[config.mk]
export PLATFORM = sky130hd
export DESIGN_NAME = sv32_mmu
export DESIGN_NICKNAME = d
export VERILOG_FILES = /design/src/logic/axi_pkg.sv /design/src/logic/sv32_pkg.sv /design/src/logic/sv32_mmu.sv
export VERILOG_INCLUDE_DIRS = /design/src /design/src/logic
export SDC_FILE = /design/constraint.sdc
export NUM_CORES = 1
export LEC_CHECK = 0
export BUFFER_PORTS_ARGS = -buffer_cell sky130_fd_sc_hd__buf_2
export CORE_AREA = 2 2 151 153
export CTS_BUF_LIST = sky130_fd_sc_hd__clkbuf_4
export DETAILED_ROUTE_END_ITERATION = 10
export DIE_AREA = 0 0 153 155
export HOLD_SLACK_MARGIN = 0.08
export PLACE_DENSITY_LB_ADDON = 0.25
export SLEW_MARGIN = 5
export SYNTH_ARGS = -nofsm -noshare
export SYNTH_HDL_FRONTEND = slang
export SYNTH_SLANG_ARGS = --single-unit
[constraint.sdc]
create_clock -name clk -period 8.7 [get_ports clk]
set_input_delay 2.175 -clock clk [delete_from_list [all_inputs] [get_ports clk]]
set_output_delay 2.175 -clock clk [all_outputs]
set_load 0.005 [all_outputs]
[src/logic/mmu_consts.svh]
`ifndef MMU_CONSTS_SVH
`define MMU_CONSTS_SVH

// byte address bits of the memory, 16 KiB
`define MEM_ADDR_BITS 14

// pte valid flag position
`define PTE_V_BIT 0

// page offset width
`define PAGE_BITS 12

`endif

[src/logic/axi_pkg.sv]
package axi_pkg;

	// response codes on r and b channels
	typedef enum logic [1:0] {
		OKAY   = 2'b00,
		SLVERR = 2'b10,
		DECERR = 2'b11
	} resp_e;

	// transfer size, log2 of bytes per beat
	typedef logic [2:0] size_t;

	localparam size_t SIZE_WORD = 3'd2;

	// burst length minus one, and burst type
	typedef logic [7:0] len_t;
	typedef logic [1:0] burst_t;

endpackage

[src/logic/sv32_pkg.sv]
package sv32_pkg;

	// virtual address split for a two level walk
	typedef struct packed {
		logic [9:0]  vpn1;
		logic [9:0]  vpn0;
		logic [11:0] offset;
	} vaddr_t;

	// satp as carried with each request
	typedef struct packed {
		logic        mode;
		logic [10:0] asid;
		logic [19:0] root_ppn;
	} satp_t;

	// page table entry, flags[0] is the valid bit
	typedef struct packed {
		logic [1:0] reserved;
		logic [9:0] ppn1;
		logic [9:0] ppn0;
		logic [9:0] flags;
	} pte_t;

	// one memory word, seen as data or as a pte
	typedef union packed {
		logic [31:0] data;
		pte_t        pte;
	} mem_word_u;

	// mmu fsm
	typedef enum logic [3:0] {
		ST_BARE, ST_IDLE,
		ST_PTE1_REQ, ST_PTE1_WAIT,
		ST_PTE2_REQ, ST_PTE2_WAIT,
		ST_RD_REQ, ST_RD_WAIT,
		ST_WR_REQ, ST_WR_AW, ST_WR_W, ST_WR_RESP,
		ST_RD_DONE, ST_WR_DONE
	} mmu_state_e;

endpackage

[src/logic/sv32_mmu.sv]
`timescale 1ns/1ns
`include "mmu_consts.svh"

module sv32_mmu (
	input  logic                clk,
	input  logic                rst,
	// cpu side
	input  logic [31:0]         in_araddr,
	input  logic                in_arvalid,
	input  axi_pkg::size_t      in_arsize,
	input  axi_pkg::len_t       in_arlen,
	input  axi_pkg::burst_t     in_arburst,
	input  sv32_pkg::satp_t     in_arsatp,
	output logic                in_arready,
	output logic [31:0]         in_rdata,
	output axi_pkg::resp_e      in_rresp,
	output logic                in_rvalid,
	output logic                in_rlast,
	input  logic                in_rready,
	input  logic [31:0]         in_awaddr,
	input  logic                in_awvalid,
	input  sv32_pkg::satp_t     in_awsatp,
	output logic                in_awready,
	input  logic [31:0]         in_wdata,
	input  logic [3:0]          in_wstrb,
	input  logic                in_wvalid,
	output logic                in_wready,
	output axi_pkg::resp_e      in_bresp,
	output logic                in_bvalid,
	input  logic                in_bready,
	// memory side
	output logic [31:0]         out_araddr,
	output logic                out_arvalid,
	output axi_pkg::size_t      out_arsize,
	output axi_pkg::len_t       out_arlen,
	output axi_pkg::burst_t     out_arburst,
	input  logic                out_arready,
	input  logic [31:0]         out_rdata,
	input  axi_pkg::resp_e      out_rresp,
	input  logic                out_rvalid,
	input  logic                out_rlast,
	output logic                out_rready,
	output logic [31:0]         out_awaddr,
	output logic                out_awvalid,
	input  logic                out_awready,
	output logic [31:0]         out_wdata,
	output logic [3:0]          out_wstrb,
	output logic                out_wvalid,
	input  logic                out_wready,
	input  axi_pkg::resp_e      out_bresp,
	input  logic                out_bvalid,
	output logic                out_bready
);

	sv32_pkg::mmu_state_e  state;
	sv32_pkg::mmu_state_e  state_nxt;
	sv32_pkg::mmu_state_e  done_st;
	logic                  is_wr;
	sv32_pkg::satp_t       satp_q;
	sv32_pkg::mem_word_u   pte1_q;
	sv32_pkg::mem_word_u   leaf_q;
	sv32_pkg::mem_word_u   rd_word;
	logic [31:0]           rdata_q;
	axi_pkg::resp_e        resp_q;

	sv32_pkg::vaddr_t      va;
	logic [`PAGE_BITS-1:0] page_off;
	logic [31:0]           pte1_addr;
	logic [31:0]           pte2_addr;
	logic [31:0]           paddr;
	logic [31:0]           walk_araddr;
	logic                  wr_req;
	logic                  virt_req;
	logic                  bypass;
	logic                  pte_bad;
	logic                  walk_ar;
	logic                  walk_r;
	logic                  walk_aw;
	logic                  walk_w;
	logic                  rd_done;
	logic                  wr_done;

	// ------------------------------------------------------------------------
	// mode select and address formation
	// ------------------------------------------------------------------------
	assign wr_req   = in_awvalid && in_wvalid;
	assign virt_req = (in_arvalid && in_arsatp.mode) || (in_awvalid && in_awsatp.mode);
	// a request with the mode bit is held back, never forwarded
	assign bypass   = (state == sv32_pkg::ST_BARE) && !virt_req;

	// master holds its request until the done state, so read it live
	assign va       = is_wr ? in_awaddr : in_araddr;
	assign page_off = va.offset;
	assign rd_word  = out_rdata;

	assign pte1_addr = {satp_q.root_ppn, va.vpn1, 2'b00};
	assign pte2_addr = {pte1_q.pte.ppn1, pte1_q.pte.ppn0, va.vpn0, 2'b00};
	assign paddr     = {leaf_q.pte.ppn1, leaf_q.pte.ppn0, page_off};

	assign pte_bad = (out_rresp != axi_pkg::OKAY) || !rd_word.pte.flags[`PTE_V_BIT];
	assign done_st = is_wr ? sv32_pkg::ST_WR_DONE : sv32_pkg::ST_RD_DONE;

	// ------------------------------------------------------------------------
	// walk fsm
	// ------------------------------------------------------------------------
	always_comb begin
		state_nxt = state;
		case (state)
			sv32_pkg::ST_BARE: begin
				if (virt_req) begin
					state_nxt = sv32_pkg::ST_IDLE;
				end
			end
			sv32_pkg::ST_IDLE: begin
				if (wr_req || in_arvalid) begin
					state_nxt = sv32_pkg::ST_PTE1_REQ;
				end
			end
			sv32_pkg::ST_PTE1_REQ: begin
				if (out_arready) begin
					state_nxt = sv32_pkg::ST_PTE1_WAIT;
				end
			end
			sv32_pkg::ST_PTE1_WAIT: begin
				if (out_rvalid) begin
					state_nxt = pte_bad ? done_st : sv32_pkg::ST_PTE2_REQ;
				end
			end
			sv32_pkg::ST_PTE2_REQ: begin
				if (out_arready) begin
					state_nxt = sv32_pkg::ST_PTE2_WAIT;
				end
			end
			sv32_pkg::ST_PTE2_WAIT: begin
				if (out_rvalid && pte_bad) begin
					state_nxt = done_st;
				end else if (out_rvalid) begin
					state_nxt = is_wr ? sv32_pkg::ST_WR_REQ : sv32_pkg::ST_RD_REQ;
				end
			end
			sv32_pkg::ST_RD_REQ: begin
				if (out_arready) begin
					state_nxt = sv32_pkg::ST_RD_WAIT;
				end
			end
			sv32_pkg::ST_RD_WAIT: begin
				if (out_rvalid) begin
					state_nxt = sv32_pkg::ST_RD_DONE;
				end
			end
			sv32_pkg::ST_WR_REQ: begin
				if (out_awready && out_wready) begin
					state_nxt = sv32_pkg::ST_WR_RESP;
				end else if (out_awready) begin
					state_nxt = sv32_pkg::ST_WR_W;
				end else if (out_wready) begin
					state_nxt = sv32_pkg::ST_WR_AW;
				end
			end
			sv32_pkg::ST_WR_AW: begin
				if (out_awready) begin
					state_nxt = sv32_pkg::ST_WR_RESP;
				end
			end
			sv32_pkg::ST_WR_W: begin
				if (out_wready) begin
					state_nxt = sv32_pkg::ST_WR_RESP;
				end
			end
			sv32_pkg::ST_WR_RESP: begin
				if (out_bvalid) begin
					state_nxt = sv32_pkg::ST_WR_DONE;
				end
			end
			sv32_pkg::ST_RD_DONE: begin
				if (in_rready) begin
					state_nxt = sv32_pkg::ST_IDLE;
				end
			end
			sv32_pkg::ST_WR_DONE: begin
				if (in_bready) begin
					state_nxt = sv32_pkg::ST_IDLE;
				end
			end
			default: state_nxt = sv32_pkg::ST_BARE;
		endcase
	end

	always_ff @(posedge clk) begin
		if (rst) begin
			state <= sv32_pkg::ST_BARE;
			is_wr <= 1'b0;
		end else begin
			state <= state_nxt;
			// writes win when both channels are offered
			if (state == sv32_pkg::ST_IDLE) begin
				is_wr <= wr_req;
			end
		end
	end

	// request satp, pte words and the response for the master
	always_ff @(posedge clk) begin
		case (state)
			sv32_pkg::ST_IDLE: begin
				satp_q <= wr_req ? in_awsatp : in_arsatp;
			end
			sv32_pkg::ST_PTE1_WAIT: begin
				// fault values, replaced by the final access if the walk completes
				if (out_rvalid) begin
					pte1_q  <= rd_word;
					rdata_q <= '0;
					resp_q  <= axi_pkg::SLVERR;
				end
			end
			sv32_pkg::ST_PTE2_WAIT: begin
				if (out_rvalid) begin
					leaf_q  <= rd_word;
					rdata_q <= '0;
					resp_q  <= axi_pkg::SLVERR;
				end
			end
			sv32_pkg::ST_RD_WAIT: begin
				if (out_rvalid) begin
					rdata_q <= rd_word.data;
					resp_q  <= out_rresp;
				end
			end
			sv32_pkg::ST_WR_RESP: begin
				if (out_bvalid) begin
					resp_q <= out_bresp;
				end
			end
			default: ;
		endcase
	end

	// ------------------------------------------------------------------------
	// output multiplexers
	// ------------------------------------------------------------------------
	always_comb begin
		case (state)
			sv32_pkg::ST_PTE1_REQ: walk_araddr = pte1_addr;
			sv32_pkg::ST_PTE2_REQ: walk_araddr = pte2_addr;
			default:               walk_araddr = paddr;
		endcase
	end

	assign walk_ar = state inside {sv32_pkg::ST_PTE1_REQ, sv32_pkg::ST_PTE2_REQ,
		sv32_pkg::ST_RD_REQ};
	assign walk_r  = state inside {sv32_pkg::ST_PTE1_WAIT, sv32_pkg::ST_PTE2_WAIT,
		sv32_pkg::ST_RD_WAIT};
	assign walk_aw = state inside {sv32_pkg::ST_WR_REQ, sv32_pkg::ST_WR_AW};
	assign walk_w  = state inside {sv32_pkg::ST_WR_REQ, sv32_pkg::ST_WR_W};
	assign rd_done = state == sv32_pkg::ST_RD_DONE;
	assign wr_done = state == sv32_pkg::ST_WR_DONE;

	assign out_araddr  = bypass ? in_araddr : walk_araddr;
	assign out_arvalid = bypass ? in_arvalid : walk_ar;
	// pte fetches are always whole words
	assign out_arsize  = (bypass || state == sv32_pkg::ST_RD_REQ) ? in_arsize :
		axi_pkg::SIZE_WORD;
	assign out_arlen   = in_arlen;
	assign out_arburst = in_arburst;
	assign out_rready  = bypass ? in_rready : walk_r;
	assign out_awaddr  = bypass ? in_awaddr : paddr;
	assign out_awvalid = bypass ? in_awvalid : walk_aw;
	assign out_wdata   = in_wdata;
	assign out_wstrb   = in_wstrb;
	assign out_wvalid  = bypass ? in_wvalid : walk_w;
	assign out_bready  = bypass ? in_bready : (state == sv32_pkg::ST_WR_RESP);

	assign in_arready = bypass ? out_arready : rd_done;
	assign in_rdata   = bypass ? out_rdata : rdata_q;
	assign in_rresp   = bypass ? out_rresp : resp_q;
	assign in_rvalid  = bypass ? out_rvalid : rd_done;
	assign in_rlast   = bypass ? out_rlast : rd_done;
	assign in_awready = bypass ? out_awready : wr_done;
	assign in_wready  = bypass ? out_wready : wr_done;
	assign in_bresp   = bypass ? out_bresp : resp_q;
	assign in_bvalid  = bypass ? out_bvalid : wr_done;

endmodule

==> flow_summary.ini, run 1 <==
[outcome]
status = finished clean

[timing]
slew_headroom_pct = 26.3
finalSetupViolations = 0
worst_pin_slew_ns = 1.11
final.period_utilization_pct = 72.6
fin_setup_tns_ns = 0
rsz0062_at_grt = false
finalHoldViolCount = 0
finalClockSkew_ns = 0.0303
whs_ns = 0.721
fmaxAchievable_mhz = 158
period_needed_ns = 6.32
slew_viol_final = 0

[hold_path]
hold_path.class = flop to flop
holdPathStages = 2
hp-start = state[2]

[die]
die-height_um = 155
num_rows = 55
start_util_pct = 27.5
io_pins = 386
die_w_um = 153
core-area_um2 = 22200
die-area_um2 = 23700

[routing]
wl_met1_mm = 9.95
dr_wl_met2_mm = 12.1
top_layer = met4
met3WireLength_mm = 1.23
wl_mm = 23.5
dr.pass1.iters = 6
wl_per_cell_um = 20.9
ant_nets = 0
drcViolationCount = 0
dr_total_vias = 5539
drtIter0Drc = 422
via_per_inst = 4.92

[power_and_ir_drop]
p_sw_uw = 882
p_int_mw = 1.06
vdd_drop_max_mv = 0.205
netSwitchingFraction_pct = 45.4
clkPwrFrac_pct = 12.6
leakage_nw = 3.46
seq_power_share_pct = 32.5
powerDensity_nw_per_um2 = 259
comb_power_share_pct = 54.8

[clock_tree]
clk_latency_ns = 0.48
clk_pin_slew_ns = 0.19
cts_buffer_depth = 2
cts_resized = 0
cts.sinks = 99
numCtsBuffers = 9
postCtsHoldBufs = 0
cts_max_level = 3
cts_tree = yes
cts-root-buf = clkbuf_4
postCtsSetupBuffers = 0

[synth]
syn_avg_cell_area_um2 = 9.58
seq_area_frac_synth_pct = 47.8
synthDominantCellAreaShare_pct = 46.2
postSynth.asyncResetShare_pct = 0
synth_nets = 864
syn_area_um2 = 6110
synthTopCellsByArea = edfxtp_1, nand2_1, buf_4
synth.ff_latch_count = 99
synth_top_area_cell = edfxtp_1
synthFlopType = edfxtp_1
synthCells = 638
yosys_warnings = 0
synth-edff-count = 94
ys_types = 52

[critical_path]
crit_type = input port to output pin
crit_fanout = 73
cp.arrival_ns = 4.14
cp.depth = 6
crit_buf_inv = 2
crit_chain = buf_2 > nand2_1 > and4_4 > nor2_2 > mux2_1 > buf_2
slowest_delay_ns = 0.85
end_kind = output pin
worstReg2RegStart = state[0]
cp_top_family = simple AND/OR/NAND/NOR gates
crit_required_ns = 6.53
critPathSlowestCell = and4_4
worstSetupStartpoint = in_awvalid
path_common_cell = buf_2
start_kind = input port
rr_worst_depth = 6

[cells_and_area]
area_delta_synth_final_pct = 22.7
layout_commonest_cell = buf_2
final_layout_size_suffix_gt1_share_pct = 39.9
fillers = 2345
nets = 1061
mostFrequentLayoutCells = buf_2, nand2_1, edfxtp_1
post-route-cell-area_um2 = 7500

[placed_design]
io_buffers = 271
dpl.hpwl_mm = 17.1
gp_congestion = 0.818
dpl_cell_area_um2 = 7370

[job]
maxCapViolations = 0

[global_route]
grt.total_usage_pct = 19.0
grt_max_degree = 74
grt_pass1_vias = 5306
grt_remaining_overflow = 0
antenna_found_initial = 1
grt_pass1_wl_mm = 33.8
worst reg2reg max path, stage by stage (launching register included):
cell	delay (ns)
dfxtp_1	0.88
nor2_1	0.30
nand4_1	0.20
buf_4	0.58
o21a_1	0.32
and2_4	0.20
mux2i_1	0.20
state kept, by name, indices dropped and copies added (netlist names):
signal,flops
resp_q,2
state,4
leaf_q,20
pte1_addr,20
pte1_q,20
is_wr,1
rdata_q,32
cells by family after synthesis:
family,Yosys count,synth area share [%]
flops,99,47.8
buf+inv,100,9.64
compound gates,102,12.5
mux,54,9.52
simple gates,283,20.6
metrics by stage:
step	worst slack (ns)	total power [mW]	util, %	cells
3_5_place_dp	2.32	1.72	33.2	1109
6_report	2.38	1.94	33.8	1126
5_1_grt	2.21	2.09	33.8	1126
4_1_cts	2.31	1.98	33.7	1125
3_3_place_gp	2.34	1.72	33.2	1109
2_1_floorplan	3.32	1.26	-	638
metal layers:
| metal | vias to the layer above | GRT usage [%] |
|---|---|---|
| li1 | 2656 | - |
| met1 | 2650 | 24.1 |
| met2 | 212 | 34.1 |
| met3 | 21 | 2.92 |
| met4 | 0 | 4.72 |
| met5 | - | 0 |
synth_stat cells (7+ instances only):
library cell  instances
nor2_1               27
edfxtp_1             94
buf_2                12
a21o_1                8
o22ai_1              11
a21oi_1              23
mux2_2               21
and3_1               35
nor2b_1               7
mux2_1               12
mux2i_1              21
o21ai_1              10
a222oi_1             20
buf_4                49
nand2_1             186
clkbuf_1             29
area by class of cell:
type / instances / area [um^2] / share of cell area, %
Tap cell: 285 / 357 / 4.75
Sequential cell: 99 / 2920 / 39.0
Antenna cell: 1 / 2.50 / 0.0333
Clock buffer: 9 / 67.6 / 0.900
Clock inverter: 7 / 60.1 / 0.800
Inverter: 5 / 18.8 / 0.250
Timing Repair Buffer: 281 / 1430 / 19.1
Multi-Input combinational cell: 439 / 2640 / 35.2
power groups by stage:
stage          sequential [mW]  combinational (mW)  clock, mW
2_1_floorplan            0.603               0.655          0
3_3_place_gp             0.642                1.08          0
3_5_place_dp             0.641                1.08          0
4_1_cts                  0.630                1.09      0.260
5_1_grt                  0.637                1.18      0.274
6_report                 0.631                1.06      0.245
path summary, 6_finish.rpt:
check                                      to  slack [ns]
worst min register to register       state[2]        0.72
worst max register to register       state[0]        5.96
worst max-delay path            out_awaddr[2]        2.38
worst min-delay path                 state[2]        0.72
No activity file was read; power rests on OpenSTA's default activity.
==> run 2: changes to the inputs <==
==> constraint.sdc (replaced) <==
create_clock -name clk -period 6.6 [get_ports clk]
set_input_delay 1.65 -clock clk [delete_from_list [all_inputs] [get_ports clk]]
set_output_delay 1.65 -clock clk [all_outputs]
set_load 0.005 [all_outputs]
==> run 2 against run 1 <==
  * Core utilization hardly changed
  * First-iteration DRC count rose by 26%
  * Routed wire length is 1.8% lower
  * Critical endpoint is now out_awaddr[24]
  * Largest cell class unchanged
  * Critical path depth grew 1
  * Sequential share of layout area shrank 0.052 points
==> flow_summary.ini, run 2 (synthesis results as in run 1) <==
[power_and_ir_drop]
seq_power_share_pct = 32.6
total_power_mw = 2.56
netSwitchingFraction_pct = 45.0
vdd_drop_max_mv = 0.207
p_sw_mw = 1.15
powerDensity_nw_per_um2 = 340
p_int_mw = 1.41
comb_power_share_pct = 54.4
clkPwrFrac_pct = 13.0
leakage_nw = 3.47

[critical_path]
crit_fanout = 95
crit_chain = buf_2 > nand2_1 > nand4_1 > buf_4 > nand2_1 > nand2_1 > buf_2
path_common_cell = nand2_1
crit_required_ns = 4.95
cp_top_family = buffers and inverters
end_kind = output pin
crit_type = input port to output pin
cp.arrival_ns = 3.30
crit_buf_inv = 3
slowest_delay_ns = 0.75
critPathSlowestCell = buf_4
start_kind = input port

[timing]
worst_pin_slew_ns = 1.10
whs_ns = 0.730
final.period_utilization_pct = 75.0
period_needed_ns = 4.95
fmaxAchievable_mhz = 202
finalClockSkew_ns = 0.0201
fin_setup_tns_ns = 0
finalHoldViolCount = 0
finalSetupViolations = 0
rsz0062_at_grt = false
slew_headroom_pct = 27.0
slew_viol_final = 0

[clock_tree]
postCtsSetupBuffers = 0
cts_tree = yes
cts_resized = 0
cts.sinks = 99
cts_max_level = 3
numCtsBuffers = 9
postCtsHoldBufs = 0
cts-root-buf = clkbuf_4
clk_latency_ns = 0.48
cts_buffer_depth = 2
clk_pin_slew_ns = 0.18

[die]
start_util_pct = 27.5
die-height_um = 155
io_pins = 386
die-area_um2 = 23700
core-area_um2 = 22200
die_w_um = 153
num_rows = 55

[routing]
via_per_inst = 4.93
wl_mm = 23.1
drtIter0Drc = 532
wl_per_cell_um = 20.5
ant_nets = 0
dr_total_vias = 5548
drcViolationCount = 0
dr.pass1.iters = 7

[placed_design]
dpl.hpwl_mm = 17.2
placed_cells = 1109
io_buffers = 271
gp_congestion = 0.826

[cells_and_area]
fillers = 2358
fin_cells = 1126
top_register = rdata_q
post-route-util_pct = 33.8
final_layout_size_suffix_gt1_share_pct = 39.9
nets = 1061
mostFrequentLayoutCells = buf_2, nand2_1, edfxtp_1
area_delta_synth_final_pct = 22.9
layout_commonest_cell = buf_2
largest_register_ffs = 32

[hold_path]
hold_path.class = flop to flop

[global_route]
grt.total_usage_pct = 18.9
grt_pass1_wl_mm = 33.7
grt_pass1_vias = 5408
grt_max_degree = 96
grt_remaining_overflow = 0
antenna_found_initial = 1

[job]
maxCapViolations = 0

[outcome]
status = finished clean
==> run 2: cell types whose count changed in the layout (fill, tap and decap cells not counted) <==
cell        delta
clkinvlp_4     -1
clkbuf_4       +1
inv_8          +1
clkinv_2       -2
inv_6          +1
==> run 2: power groups by stage <==
stage | Combinational (mW) | Clock [mW] | Sequential, mW
floorplan | 0.863 | 0 | 0.795
global placement | 1.43 | 0 | 0.848
detailed placement | 1.42 | 0 | 0.847
CTS | 1.42 | 0.355 | 0.832
global route | 1.55 | 0.372 | 0.842
finish | 1.39 | 0.333 | 0.833
==> run 2: final cells by class <==
cell class	count	area (um^2)	area share [%]
antenna	1	2.50	0.0333
clock buffer	10	75.1	0.999
clock inverter	6	62.6	0.833
inverter	5	18.8	0.250
multi-input combinational	439	2640	35.2
sequential	99	2920	38.9
tap	285	357	4.75
timing repair buffer	281	1430	19.1
==> run 2: path summary, 6_finish.rpt <==
| path | start | endpoint | slack, ns | depth (start not counted) |
|---|---|---|---|---|
| setup / recovery | in_awvalid | out_awaddr[24] | 1.65 | 7 |
| hold / removal | state[2] | state[2] | 0.73 | 2 |
| setup reg to reg | state[0] | state[0] | 3.76 | 6 |
| hold reg to reg | state[2] | state[2] | 0.73 | 2 |
==> run 2: per-stage QoR <==
| step | instance area (um^2) | setup WS [ns] |
|---|---|---|
| after global routing | 7510 | 1.44 |
| after CTS | 7510 | 1.63 |
| after floorplan | 6110 | 2.21 |
| after global placement | 7370 | 1.58 |
| after detailed placement | 7370 | 1.62 |
| final | 7510 | 1.65 |
==> run 2: tightest hold or removal path: cells and delay by family (launching register included) <==
kind	cells	cell delay, ns
DFF	1	0.51
and+or+nand+nor	1	0.15
AOI/OAI and AO/OA	1	0.05
==> run 2: metal layers <==
layer  global-route usage [%]  vias up  part of all wire (%)  routed length (um)
li1                         -     2649                     -                   -
met1                     22.9     2646                    41                9440
met2                     34.4      235                    52               12000
met3                     3.79       18                   5.9                1370
met4                     4.50        0                   1.3                 294
met5                        0        -                     0                   0
==> run 3: changes to the inputs <==
==> constraint.sdc (replaced) <==
create_clock -name clk -period 4.51 [get_ports clk]
set_input_delay 1.1275 -clock clk [delete_from_list [all_inputs] [get_ports clk]]
set_output_delay 1.1275 -clock clk [all_outputs]
set_load 0.005 [all_outputs]
==> run 3 against run 2 <==
  * Setup slack lost 1.2 ns
  * Sequential power grew 44%
  * Global-route usage grew 0.073 points
  * Clock power grew 47%
  * Register-to-register slack lost 1.6 ns
  * Non-clock buffer count grew 3
  * Cell area grew 0.53%
  * Cell count grew 0.44%
  * Hold slack lost 0.031 ns
  * Core utilization grew 0.18 points
  * Power grew 48%
  * Count of clock-buffer cells in the layout is the same
  * Largest cell class unchanged
  * Highest routed layer unchanged
==> flow_summary.ini, run 3 (synthesis results as in run 1) <==
[critical_path]
crit_fanout = 20
r2r_slack_ns = 2.17
worstSetupStartpoint = state[1]
rr_worst_depth = 6
crit_type = flop to output pin
rr_endpoint = state[0]
worstReg2RegStart = state[1]
end_kind = output pin
start_kind = flop
cp.arrival_ns = 2.96
crit_required_ns = 3.38

[placed_design]
gp_congestion = 0.824
dpl.hpwl_mm = 17.1
io_buffers = 271
placed_cells = 1112

[global_route]
grt_remaining_overflow = 0
grt_busiest_layer = met2
grt_pass1_vias = 5379
grt_max_degree = 96
grt_use_met3_pct = 3.43
grt_util_met2_pct = 34.0
use_met1_pct = 23.7
grt_pass1_wl_mm = 33.8
antenna_found_initial = 3
grt.total_usage_pct = 18.9

[clock_tree]
cts.sinks = 99
clk_pin_slew_ns = 0.17
clk_latency_ns = 0.48
cts-root-buf = clkbuf_4
cts_max_level = 3
postCtsSetupBuffers = 0
cts_resized = 0
cts_tree = yes
numCtsBuffers = 9
cts_buffer_depth = 2
postCtsHoldBufs = 0

[cells_and_area]
area_delta_synth_final_pct = 23.5
layout_commonest_cell = buf_2
seq_area_um2 = 2920
top_register = rdata_q
mostFrequentLayoutCells = buf_2, nand2_1, edfxtp_1
nets = 1064
final_layout_size_suffix_gt1_share_pct = 40.1
fillers = 2357
multi_input_area_um2 = 2640
largest_register_ffs = 32
fin_cells = 1131

[routing]
dr.pass1.iters = 7
dr_total_vias = 5556
drcViolationCount = 0
via_per_inst = 4.91
drtIter0Drc = 520
wl_per_cell_um = 20.6
ant_nets = 0
wl_mm = 23.2

[die]
die_w_um = 153
io_pins = 386
die-area_um2 = 23700
die-height_um = 155
num_rows = 55
start_util_pct = 27.5
core-area_um2 = 22200

[hold_path]
hp-start = state[0]
holdPathStages = 3
hold_path.class = flop to flop
worstHoldEndpoint = state[0]

[power_and_ir_drop]
leakage_nw = 3.49
vdd_drop_max_mv = 0.450
powerDensity_nw_per_um2 = 502

[job]
maxCapViolations = 0

[timing]
final.period_utilization_pct = 90.7
period_needed_ns = 4.09
slew_viol_final = 0
worst_pin_slew_ns = 1.16
slew_headroom_pct = 22.5
fin_setup_tns_ns = 0
fmaxAchievable_mhz = 245
finalClockSkew_ns = 0.0173
finalHoldViolCount = 0
rsz0062_at_grt = false
finalSetupViolations = 0

[outcome]
status = finished clean
[run 3: area by class of cell]
class | count | share of cell area (%)
multi-input cells | 439 | 35.0
well taps | 285 | 4.72
flip-flops and latches | 99 | 38.7
diodes | 3 | 0.0994
repair buffers | 284 | 19.4
clock inverters | 6 | 0.828
clock buffers | 10 | 0.994
inverters | 5 | 0.248
[run 3: worst max-delay path by stage]
stage / endpoint / cells after the start
floorplan: rdata_q[0] / 2
global placement: out_awaddr[26] / 7
finish: out_araddr[28] / 4
global route: out_araddr[23] / 5
detailed placement: out_wvalid / 7
CTS: out_araddr[23] / 4
[run 3: critical path, cell delays in order, from the launching register on]
cell	delay, ns
dfxtp_1	0.75
and3_1	1.04
a222oi_1	0.27
a21oi_1	0.27
buf_2	0.14
[run 3: metal layers]
layer  part of all wire, %  routed length (um)
met5                     0                   0
met4                   1.3                 309
met3                   6.6                1530
met2                    51               12000
met1                    41                9440
[run 3: power breakdown]
group          internal (mW)  total, mW  switching (mW)  leakage (nW)
sequential              1.12       1.20          0.0796         0.900
clock                  0.137      0.488           0.351        0.0771
combinational          0.828       2.10            1.28          2.51
[run 3: through the flow]
| stage | cell area (um^2) | hold WS [ns] | utilization, % | worst slack, ns | power [mW] |
|---|---|---|---|---|---|
| 6_report | 7550 | 0.699 | 34.0 | 0.421 | 3.79 |
| 5_1_grt | 7550 | 0.741 | 34.0 | 0.229 | 4.08 |
| 4_1_cts | 7550 | 0.700 | 33.9 | 0.377 | 3.85 |
| 3_5_place_dp | 7410 | 0.677 | 33.3 | 0.666 | 3.35 |
| 3_3_place_gp | 7410 | 0.677 | 33.3 | 0.680 | 3.35 |
| 2_1_floorplan | 6110 | 0.632 | - | 0.646 | 2.43 |
